File: config.mk
export PLATFORM = sky130hd
export DESIGN_NAME = uart_link
export DESIGN_NICKNAME = d
export VERILOG_FILES = /design/src/design/uart_pkg.sv /design/src/design/uart_byte_rx.sv /design/src/design/uart_cmd_tx.sv /design/src/design/uart_link.sv
export SDC_FILE = /design/constraint.sdc
export NUM_CORES = 1
export LEC_CHECK = 0
export ABC_AREA = 1
export BUFFER_PORTS_ARGS = -buffer_cell sky130_fd_sc_hd__buf_2
export CAP_MARGIN = 20
export CORE_MARGIN = 10
export CORE_UTILIZATION = 55
export CTS_CLUSTER_DIAMETER = 40
export DETAILED_ROUTE_END_ITERATION = 10
export GPL_ROUTABILITY_DRIVEN = 0
export PLACE_DENSITY = 0.71
export RECOVER_POWER = 50
export SYNTH_ARGS = -nofsm -noshare
export SYNTH_HDL_FRONTEND = slang
export SYNTH_SLANG_ARGS = --single-unit
File: constraint.sdc
create_clock -name clk -period 2.05 [get_ports clk]
set_clock_uncertainty 0.05 [all_clocks]
set_input_delay 0.205 -clock clk [delete_from_list [all_inputs] [get_ports clk]]
set_output_delay 0.205 -clock clk [all_outputs]
set_load 0.01 [all_outputs]
File: src/design/uart_pkg.sv
`default_nettype none

package uart_pkg;

  // one data byte on the line, also the read result
  typedef logic [7:0] uart_byte_t;

  // position inside a frame, 0 is the start bit and 10 the stop bit
  typedef logic [3:0] bit_cnt_t;

  // command word; bit 7 of the high byte is the write flag
  typedef struct packed {
    uart_byte_t hi;
    uart_byte_t lo;
  } uart_cmd_t;

  // one frame as it appears on the line, start bit at index 0
  typedef struct packed {
    logic       stop;
    logic       parity;
    uart_byte_t data;
    logic       start;
  } uart_frame_t;

  localparam int frame_bits = 11;

  localparam bit_cnt_t stop_pos = bit_cnt_t'(frame_bits - 1);

  localparam logic start_level = 1'b0;
  localparam logic stop_level  = 1'b1;
  // line rests at the stop level between frames
  localparam logic idle_level  = stop_level;

  typedef enum logic [1:0] {
    tx_idle,
    tx_high,
    tx_low
  } tx_state_t;

  typedef enum logic {
    rx_idle,
    rx_frame
  } rx_state_t;

endpackage

`default_nettype wire

File: src/design/uart_byte_rx.sv
`timescale 1ns/10ps
`default_nettype none

module uart_byte_rx #(
  parameter int clks_per_bit = 434
) (
  input  logic                 clk,
  input  logic                 rst_n,
  input  logic                 rx,
  output uart_pkg::uart_byte_t read_data,
  output logic                 read_vld,
  output logic                 rx_err
);

  import uart_pkg::*;

  localparam int cnt_w = (clks_per_bit > 1) ? $clog2(clks_per_bit) : 1;

  typedef logic [cnt_w-1:0] baud_cnt_t;

  localparam baud_cnt_t last_cnt = baud_cnt_t'(clks_per_bit - 1);
  // counter starts one edge after the synchronized line fell
  localparam baud_cnt_t mid_cnt  = baud_cnt_t'(clks_per_bit / 2 - 1);

  rx_state_t   state;
  baud_cnt_t   baud_cnt;
  bit_cnt_t    bit_pos;
  uart_frame_t frame_q;
  uart_frame_t frame_next;
  logic        sync_1;
  logic        sync_2;
  logic        edge_q;
  logic        start_fall;
  logic        mid_bit;
  logic        frame_ok;

  // two flop synchronizer plus one stage for the edge
  always_ff @(posedge clk or negedge rst_n) begin
    if (!rst_n) begin
      sync_1 <= idle_level;
      sync_2 <= idle_level;
      edge_q <= idle_level;
    end else begin
      sync_1 <= rx;
      sync_2 <= sync_1;
      edge_q <= sync_2;
    end
  end

  assign start_fall = edge_q && !sync_2;
  assign mid_bit    = (baud_cnt == mid_cnt);

  // samples enter from the top, so the start bit ends up at index 0
  assign frame_next = uart_frame_t'({sync_2, frame_q[frame_bits-1:1]});

  always_ff @(posedge clk) begin
    if (state == rx_frame && mid_bit) begin
      frame_q <= frame_next;
    end
  end

  // odd count of ones over data and parity, and a high stop bit
  assign frame_ok = (^{frame_next.data, frame_next.parity}) && frame_next.stop;

  always_ff @(posedge clk or negedge rst_n) begin
    if (!rst_n) begin
      state     <= rx_idle;
      baud_cnt  <= '0;
      bit_pos   <= '0;
      read_data <= '0;
      read_vld  <= 1'b0;
      rx_err    <= 1'b0;
    end else begin
      read_vld <= 1'b0;
      rx_err   <= 1'b0;
      case (state)
        rx_idle: begin
          if (start_fall) begin
            state    <= rx_frame;
            baud_cnt <= '0;
            bit_pos  <= '0;
          end
        end

        rx_frame: begin
          if (baud_cnt == last_cnt) begin
            baud_cnt <= '0;
          end else begin
            baud_cnt <= baud_cnt + 1'b1;
          end
          if (mid_bit) begin
            if (bit_pos == stop_pos) begin
              // result at the stop sample, idle again right after
              state     <= rx_idle;
              read_data <= frame_next.data;
              read_vld  <= frame_ok;
              rx_err    <= !frame_ok;
            end else begin
              bit_pos <= bit_pos + 1'b1;
            end
          end
        end

        default: begin
          state <= rx_idle;
        end
      endcase
    end
  end

endmodule

`default_nettype wire

File: src/design/uart_cmd_tx.sv
`timescale 1ns/10ps
`default_nettype none

module uart_cmd_tx #(
  parameter int clks_per_bit = 434
) (
  input  logic                clk,
  input  logic                rst_n,
  input  uart_pkg::uart_cmd_t cmd,
  input  logic                cmd_vld,
  output logic                cmd_rdy,
  output logic                tx
);

  import uart_pkg::*;

  localparam int cnt_w = (clks_per_bit > 1) ? $clog2(clks_per_bit) : 1;

  typedef logic [cnt_w-1:0] baud_cnt_t;

  localparam baud_cnt_t last_cnt = baud_cnt_t'(clks_per_bit - 1);

  tx_state_t   state;
  baud_cnt_t   baud_cnt;
  bit_cnt_t    bit_pos;
  bit_cnt_t    next_pos;
  uart_cmd_t   cmd_q;
  uart_byte_t  cur_byte;
  uart_frame_t cur_frame;
  logic        cmd_take;
  logic        write_cmd;
  logic        bit_end;
  logic        frame_end;

  // ready only while nothing is on the line
  assign cmd_rdy  = (state == tx_idle);
  assign cmd_take = cmd_vld && cmd_rdy;

  // stored copy of the accepted command
  always_ff @(posedge clk) begin
    if (cmd_take) begin
      cmd_q <= cmd;
    end
  end

  assign write_cmd = cmd_q.hi[7];

  // address byte goes first, data byte only for writes
  assign cur_byte = (state == tx_low) ? cmd_q.lo : cmd_q.hi;

  // odd parity over data plus parity bit
  assign cur_frame = '{
    stop:   stop_level,
    parity: ~^cur_byte,
    data:   cur_byte,
    start:  start_level
  };

  assign bit_end   = (baud_cnt == last_cnt);
  assign frame_end = (bit_pos == stop_pos);
  assign next_pos  = bit_pos + 1'b1;

  always_ff @(posedge clk or negedge rst_n) begin
    if (!rst_n) begin
      state    <= tx_idle;
      baud_cnt <= '0;
      bit_pos  <= '0;
      tx       <= idle_level;
    end else begin
      case (state)
        tx_idle: begin
          // start bit goes out on the accepting edge
          if (cmd_take) begin
            state    <= tx_high;
            baud_cnt <= '0;
            bit_pos  <= '0;
            tx       <= start_level;
          end
        end

        tx_high, tx_low: begin
          if (bit_end) begin
            baud_cnt <= '0;
            if (frame_end) begin
              if (state == tx_high && write_cmd) begin
                // data frame follows back to back
                state   <= tx_low;
                bit_pos <= '0;
                tx      <= start_level;
              end else begin
                state <= tx_idle;
                tx    <= idle_level;
              end
            end else begin
              bit_pos <= next_pos;
              tx      <= cur_frame[next_pos];
            end
          end else begin
            baud_cnt <= baud_cnt + 1'b1;
          end
        end

        default: begin
          state <= tx_idle;
          tx    <= idle_level;
        end
      endcase
    end
  end

endmodule

`default_nettype wire

File: src/design/uart_link.sv
`timescale 1ns/10ps
`default_nettype none

module uart_link #(
  parameter int clks_per_bit = 434
) (
  input  logic                 clk,
  input  logic                 rst_n,

  // command side
  input  uart_pkg::uart_cmd_t  cmd,
  input  logic                 cmd_vld,
  output logic                 cmd_rdy,

  // serial line
  output logic                 tx,
  input  logic                 rx,

  // read answer
  output uart_pkg::uart_byte_t read_data,
  output logic                 read_vld,
  output logic                 rx_err
);

  // transmit and receive paths share only clock and reset
  uart_cmd_tx #(
    .clks_per_bit (clks_per_bit)
  ) u_cmd_tx (
    .clk     (clk),
    .rst_n   (rst_n),
    .cmd     (cmd),
    .cmd_vld (cmd_vld),
    .cmd_rdy (cmd_rdy),
    .tx      (tx)
  );

  uart_byte_rx #(
    .clks_per_bit (clks_per_bit)
  ) u_byte_rx (
    .clk       (clk),
    .rst_n     (rst_n),
    .rx        (rx),
    .read_data (read_data),
    .read_vld  (read_vld),
    .rx_err    (rx_err)
  );

endmodule

`default_nettype wire

**Yosys cells after proc, flatten, opt, wreduce, memory -nomap -nowiden**

Index checks and enable logic that the tools add are counted.

- $add $sub $neg: 4
- Magnitude comparators: 1
- Equality and inequality tests: 14
- Multiplexer cells: 38
- Bitwise logic cells: 1
- Reduce and logical (&&, ||, !) cells: 18

Operator list:

| cell | number |
|---|---|
| 9-bit two-way mux | 4 |
| 9-bit one-hot mux with 2 select lines | 2 |
| 4-bit two-way mux | 7 |
| 9-bit by 1-bit adder with 9-bit output (second input constant) | 2 |
| 9-bit equality test (second input constant) | 2 |
| 4-bit one-hot mux with 2 select lines | 2 |
| 1-bit two-way mux | 14 |
| 9-bit by 8-bit equality test with 1-bit output (second input constant) | 1 |
| 3-bit AND reduction | 3 |
| 9-bit parity | 1 |
| 4-bit by 1-bit adder with 4-bit output (second input constant) | 2 |
| 4-bit equality test (second input constant) | 2 |
| 2-bit two-way mux | 4 |
| 8-bit two-way mux | 1 |
| 8-bit XNOR reduction | 1 |
| 2-bit by 1-bit inequality test with 1-bit output (second input constant) | 3 |
| 2-bit inequality test (second input constant) | 3 |
| 1-bit logical AND | 5 |
| 4-bit by 5-bit < comparator with 1-bit output (second input constant) | 1 |
| 1-bit binary-select mux with 4-bit select | 1 |
| 1-bit one-hot mux with 2 select lines | 2 |
| 2-bit one-hot mux with 2 select lines | 1 |
| 2-bit AND reduction | 2 |
| 4-bit AND reduction | 1 |
| other kinds (8) | 9 |

- Bits of input ports: 20
- Register bits: 69
- Output and inout port bits: 12

**Longest topological paths before layout**

- Word-level depth: 8
- Depth in mapped cells: 21
- Depth with buffers taken out: 19

**Hierarchy**

A second synthesis with hierarchy kept.

- Cells, all modules: 418
- Area total of the unflattened synthesis: 3515.9 um^2

By module, submodules not included:

| module | area an instance (um^2) | times used | cells an instance |
|---|---|---|---|
| uart_cmd_tx | 1836.8 | 1 | 239 |
| uart_byte_rx | 1679.1 | 1 | 179 |

**Least setup slack after synthesis**

OpenSTA, ideal clock, no wires.

- Kind: register -> register
- From: register u_byte_rx.baud_cnt[2]
- To: register u_byte_rx.frame_q (netlist bit u_byte_rx.frame_next[1]), enable pin
- Library setup time: 376 ps
- Period minus slack after synthesis: 1866 ps
- Arrival time: 1440 ps
- Cell stages (with the launch flop): 5
- Setup slack: 184 ps
- Required time: 1624 ps
- Buffers on the path: 1
- Cell sequence: dfrtp_1 buf_2 nor4_1 nand4_1 nor2_1

- Word-level cells in the longest chain between the ends: 2

RTL lines:

| what | line | RTL |
|---|---|---|
| start: declaration | uart_byte_rx.sv:26 | `baud_cnt_t baud_cnt;` |
| start signal: assignment | uart_byte_rx.sv:89 | `baud_cnt <= baud_cnt + 1'b1;` |
| 9-bit by 8-bit equality test with 1-bit output | uart_byte_rx.sv:51 | `assign mid_bit = (baud_cnt == mid_cnt);` |
| 1-bit logical AND | uart_byte_rx.sv:57 | `if (state == rx_frame && mid_bit) begin` |
| end signal: assignment | uart_byte_rx.sv:58 | `frame_q <= frame_next;` |
| end: declaration | uart_byte_rx.sv:28 | `uart_frame_t frame_q;` |

No other way between the ends.
A chain may end at the register's enable or synchronous reset.

**Worst setup path after layout**

- From: register u_cmd_tx.state[0]
- To: register u_cmd_tx.tx

- Word-level cells in the longest chain between the ends: 8
- Elaborated cells between the ends (all ways): 17

RTL lines:

| what | line | RTL |
|---|---|---|
| start: declaration | uart_cmd_tx.sv:23 | `tx_state_t state;` |
| start signal: assignment | uart_cmd_tx.sv:65 | `state <= tx_idle;` |
| start signal: assignment | uart_cmd_tx.sv:74 | `state <= tx_high;` |
| start signal: assignment | uart_cmd_tx.sv:87 | `state <= tx_low;` |
| 2-bit equality test | uart_cmd_tx.sv:49, uart_cmd_tx.sv:70 |  |
| 8-bit two-way mux | uart_cmd_tx.sv:49 | `assign cur_byte = (state == tx_low) ? cmd_q.lo : cmd_q.hi;` |
| 8-bit XNOR reduction | uart_cmd_tx.sv:54 | `parity: ~^cur_byte,` |
| 1-bit binary-select mux with 4-bit select | uart_cmd_tx.sv:96 | `tx <= cur_frame[next_pos];` |
| 1-bit two-way mux (not written as such) | uart_cmd_tx.sv:96 |  |
| 1-bit two-way mux | uart_cmd_tx.sv:84 | `if (frame_end) begin` |
| 1-bit two-way mux | uart_cmd_tx.sv:82 | `if (bit_end) begin` |
| 1-bit one-hot mux with 2 select lines | uart_cmd_tx.sv:70 | `case (state)` |
| end signal: assignment | uart_cmd_tx.sv:68 | `tx <= idle_level;` |
| end signal: assignment | uart_cmd_tx.sv:89 | `tx <= start_level;` |
| end signal: assignment | uart_cmd_tx.sv:96 |  |
| end: declaration | uart_cmd_tx.sv:12 | `output logic tx` |

Several ways; a longest one is shown, not always the timed one. The select of a mux whose other input is x is not followed.

==> qor.csv <==
metric,value,unit
status,"complete, no violations",
clock-pin slew on the worst setup and hold paths,0.08,ns
Simple-Gate Fraction of Synth Area,22.0,%
Ys Warns,0,
Filler cells,504,
first-pass GRT wire length,11800,microns
synthesized area per cell,8.78,sq um
fmax,535,MHz
Multi-input gate area,1420,sq um
PD cells,710,nW/um^2
Synth area leader,dfrtp_1,
Critical Path Fanout Max,15,
Final #Nets,496,
largest family of logic cells by synthesized area,simple AND/OR/NAND/NOR gates,
Core Area,6030,sq um
Clock Latency Late Sink,0.35,ns
final wirelength,6750,microns
Post-synth EDFFs,25,
"Data arrival, critical path",2.11,ns
Via Count,2708,
H-tree depth,3,
ANT cells,0,
Main synth FF type,dfrtp_1,
Seq cells post-synth,68,
"Seq/Total Area, Yosys",52.5,%
critical path type,flip-flop to flip-flop,
CTS tree,done,
critical path's slowest cell,dfrtp_1,
First DRT Iteration DRCs,103,
Cells after DPL,508,
Inserted Clock Buffers,9,
drt pass-1 iters,4,
Compound-Gate Fraction of Synth Area,8.65,%
Rel. slew slack,10.3,%
P_leak,2.12,nW
DIE AREA,9930,sq um
Residual DRC,0,
Cells after Synth,397,
Placement Rows,28,
largest net degree at the start of global routing,24,
worst hold margin,0.268,ns
critical path startpoint category,flip-flop,
Final setup viols,0,
CP Capture Type,flip-flop,
root buffer cell,clkbuf_8,
worst min-delay path class,input port to flip-flop,
wire length per cell,12.5,microns
layout cell share with drive strength beyond 1,15.8,%
Avg Vias per Cell,5.00,
Yosys cell types,36,
Max rail drop VDD,0.711,mV
Max Cap Viol,0,
Layout Cells excl Fill,542,
DIE WIDTH,99.6,microns
Detail Placement HPWL,4900,microns
number of buffers added on ports,31,
vias in the first global route,2604,
slew of the pin with the lowest slew margin,1.35,ns
Storage cell area,1830,sq um
synthesis-to-layout area growth,20.4,%
CP max stage delay,0.41,ns
crit-path most repeated cell,nand2_1,
Initial Utilization,57.9,%
Synth Area in XOR/XNOR,4.02,%
Mapped Area,3490,sq um
Ports,32,
CTS max path bufs,2,
"Critical Path, Cell by Cell",inv_2 -> ha_4 -> buf_8 -> nand2_1 -> o21ai_1 -> nand2_1 -> nand2_1 -> nand2_1 -> nand2_1 -> nand2_1 -> nand3_1 -> nand2_1 -> nand2_1 -> nand2_1 -> nand2_1 -> nand2_1 -> nand2_1 -> nand2_1,
Final ANT Viol Nets,0,
total track usage,14.4,%
Final Max Slew Viols,0,
fin crit period,1.87,ns
Synth area leaders,"dfrtp_1 28%, edfxtp_1 22%, nand2_1 14%",
clk sinks,68,
"Net Count, Synth",431,
postcts setup bufs,0,
Tcrit/Tclk final,91.2,%
initial antenna violation count,0,
Die Ht,99.6,microns
end-of-flow core utilization,69.7,%
"Req. time, crit path",2.29,ns
mux cell area share after synthesis,0,%
Synth top area share,28.0,%
RSZ-0062 raised after global routing,true,
Post-synth ARST share,63.2,%
grt ovf,0,
final hold violations,0,
Synth Area in Adders,5.02,%
## layout by cell type (no fill, tap or decap), types with 4 or more instances in the layout
master           n
o21ai_1          5
xnor2_1          7
inv_2            4
clkbuf_8         9
nand2_1        132
nor2_1          20
clkbuf_1         4
dfrtp_1         39
o21ai_0         11
buf_2           27
edfxtp_1        25
a21oi_1         13
ha_1            12
dlygate4sd3_1   18
inv_1           56
o22ai_1          4
nand3_1         15
nor3_1           4
xor2_1           9
nor4_1           4
buf_4            7
## synth_stat cells (2+ instances only)
cell / n
nand2_1: 132
inv_1: 57
dfrtp_1: 39
edfxtp_1: 25
nor2_1: 20
nand3_1: 16
ha_1: 14
a21oi_1: 13
o21ai_0: 13
xor2_1: 9
xnor2_1: 7
o21ai_1: 5
o22ai_1: 5
dfstp_2: 4
nor3_1: 4
nor4_1: 4
buf_6: 3
inv_2: 3
nand2_2: 3
nand4_1: 2
o21a_1: 2
o31ai_1: 2
o32ai_1: 2
## critical path: cells and delay by family (launching register included)
kind | cells | cell delay [ns]
simple gates | 14 | 0.81
flops | 1 | 0.41
buf+inv | 2 | 0.27
fa+ha+maj | 1 | 0.18
compound gates | 1 | 0.09
## area by class of cell
class / count / area share, %
clock buffers: 9 / 2.95
clock inverters: 7 / 1.79
inverters: 61 / 5.51
multi-input cells: 264 / 33.9
flip-flops and latches: 68 / 43.6
well taps: 75 / 2.24
repair buffers: 58 / 9.96
## layer usage
metal | routed length, microns | global-route usage [%]
met5 | 0 | 0
met4 | 104 | 6.06
met3 | 252 | 3.81
met2 | 3350 | 23.0
met1 | 3040 | 17.9
## power breakdown
group | switching, mW | internal [mW]
clock | 0.550 | 0.565
combinational | 0.160 | 0.136
sequential | 0.0875 | 1.48
total | 0.797 | 2.18
## sequential cells by signal, summed over array words and instances, names as in the netlist
signal,cells
u_cmd_tx.state,2
u_byte_rx.baud_cnt,9
u_byte_rx.state,1
u_byte_rx.edge_q,1
u_byte_rx.read_data,8
u_byte_rx.bit_pos,4
u_cmd_tx.bit_pos,4
u_byte_rx.rx_err,1
u_byte_rx.read_vld,1
u_byte_rx.sync_1,1
u_cmd_tx.cmd_q,16
u_byte_rx.sync_2,1
u_byte_rx.frame_next,9
u_cmd_tx.tx,1
u_cmd_tx.baud_cnt,9
## per-stage QoR
step | setup WS (ns) | area, sq um | TNS (ns) | power (mW)
global placement | 0.0934 | 3780 | 0 | 1.85
CTS | 0.0101 | 4160 | 0 | 3.01
global route | -0.0185 | 4200 | -0.0205 | 3.13
finish | 0.179 | 4200 | 0 | 2.98
detailed placement | -0.00303 | 3780 | -0.00303 | 1.86
floorplan | 0.184 | 3490 | 0 | 1.78
## kinds of logic after synthesis
group                      Yosys count
and+or+nand+nor                    186
buffers and inverters               65
adders and majority gates           14
AOI/OAI and AO/OA                   48
DFF                                 68
xor gates and xnor gates            16
## path summary, 6_finish.rpt
path	from	slack, ns	depth (start not counted)	endpoint
min reg2reg	u_byte_rx.sync_1$_DFF_PN1_	0.31	0	u_byte_rx.sync_2$_DFF_PN1_
max	u_cmd_tx.state[0]$_DFFE_PN0P_	0.18	18	u_cmd_tx.tx$_DFFE_PN1P_
max in group asynchronous	rst_n	0.50	3	u_byte_rx.sync_1$_DFF_PN1_
min	cmd_vld	0.27	6	u_cmd_tx.tx$_DFFE_PN1P_
min in group asynchronous	rst_n	0.62	2	u_cmd_tx.state[1]$_DFFE_PN0P_
max reg2reg	u_cmd_tx.state[0]$_DFFE_PN0P_	0.18	18	u_cmd_tx.tx$_DFFE_PN1P_
## what timing repair did
item / CTS / global route
hold endpoints to repair: 38 / 0
hold buffers: 18 / 0
gates resized for setup: 1 / 12
setup endpoints to repair: 1 / 6
(Power assumes the default switching activity.)
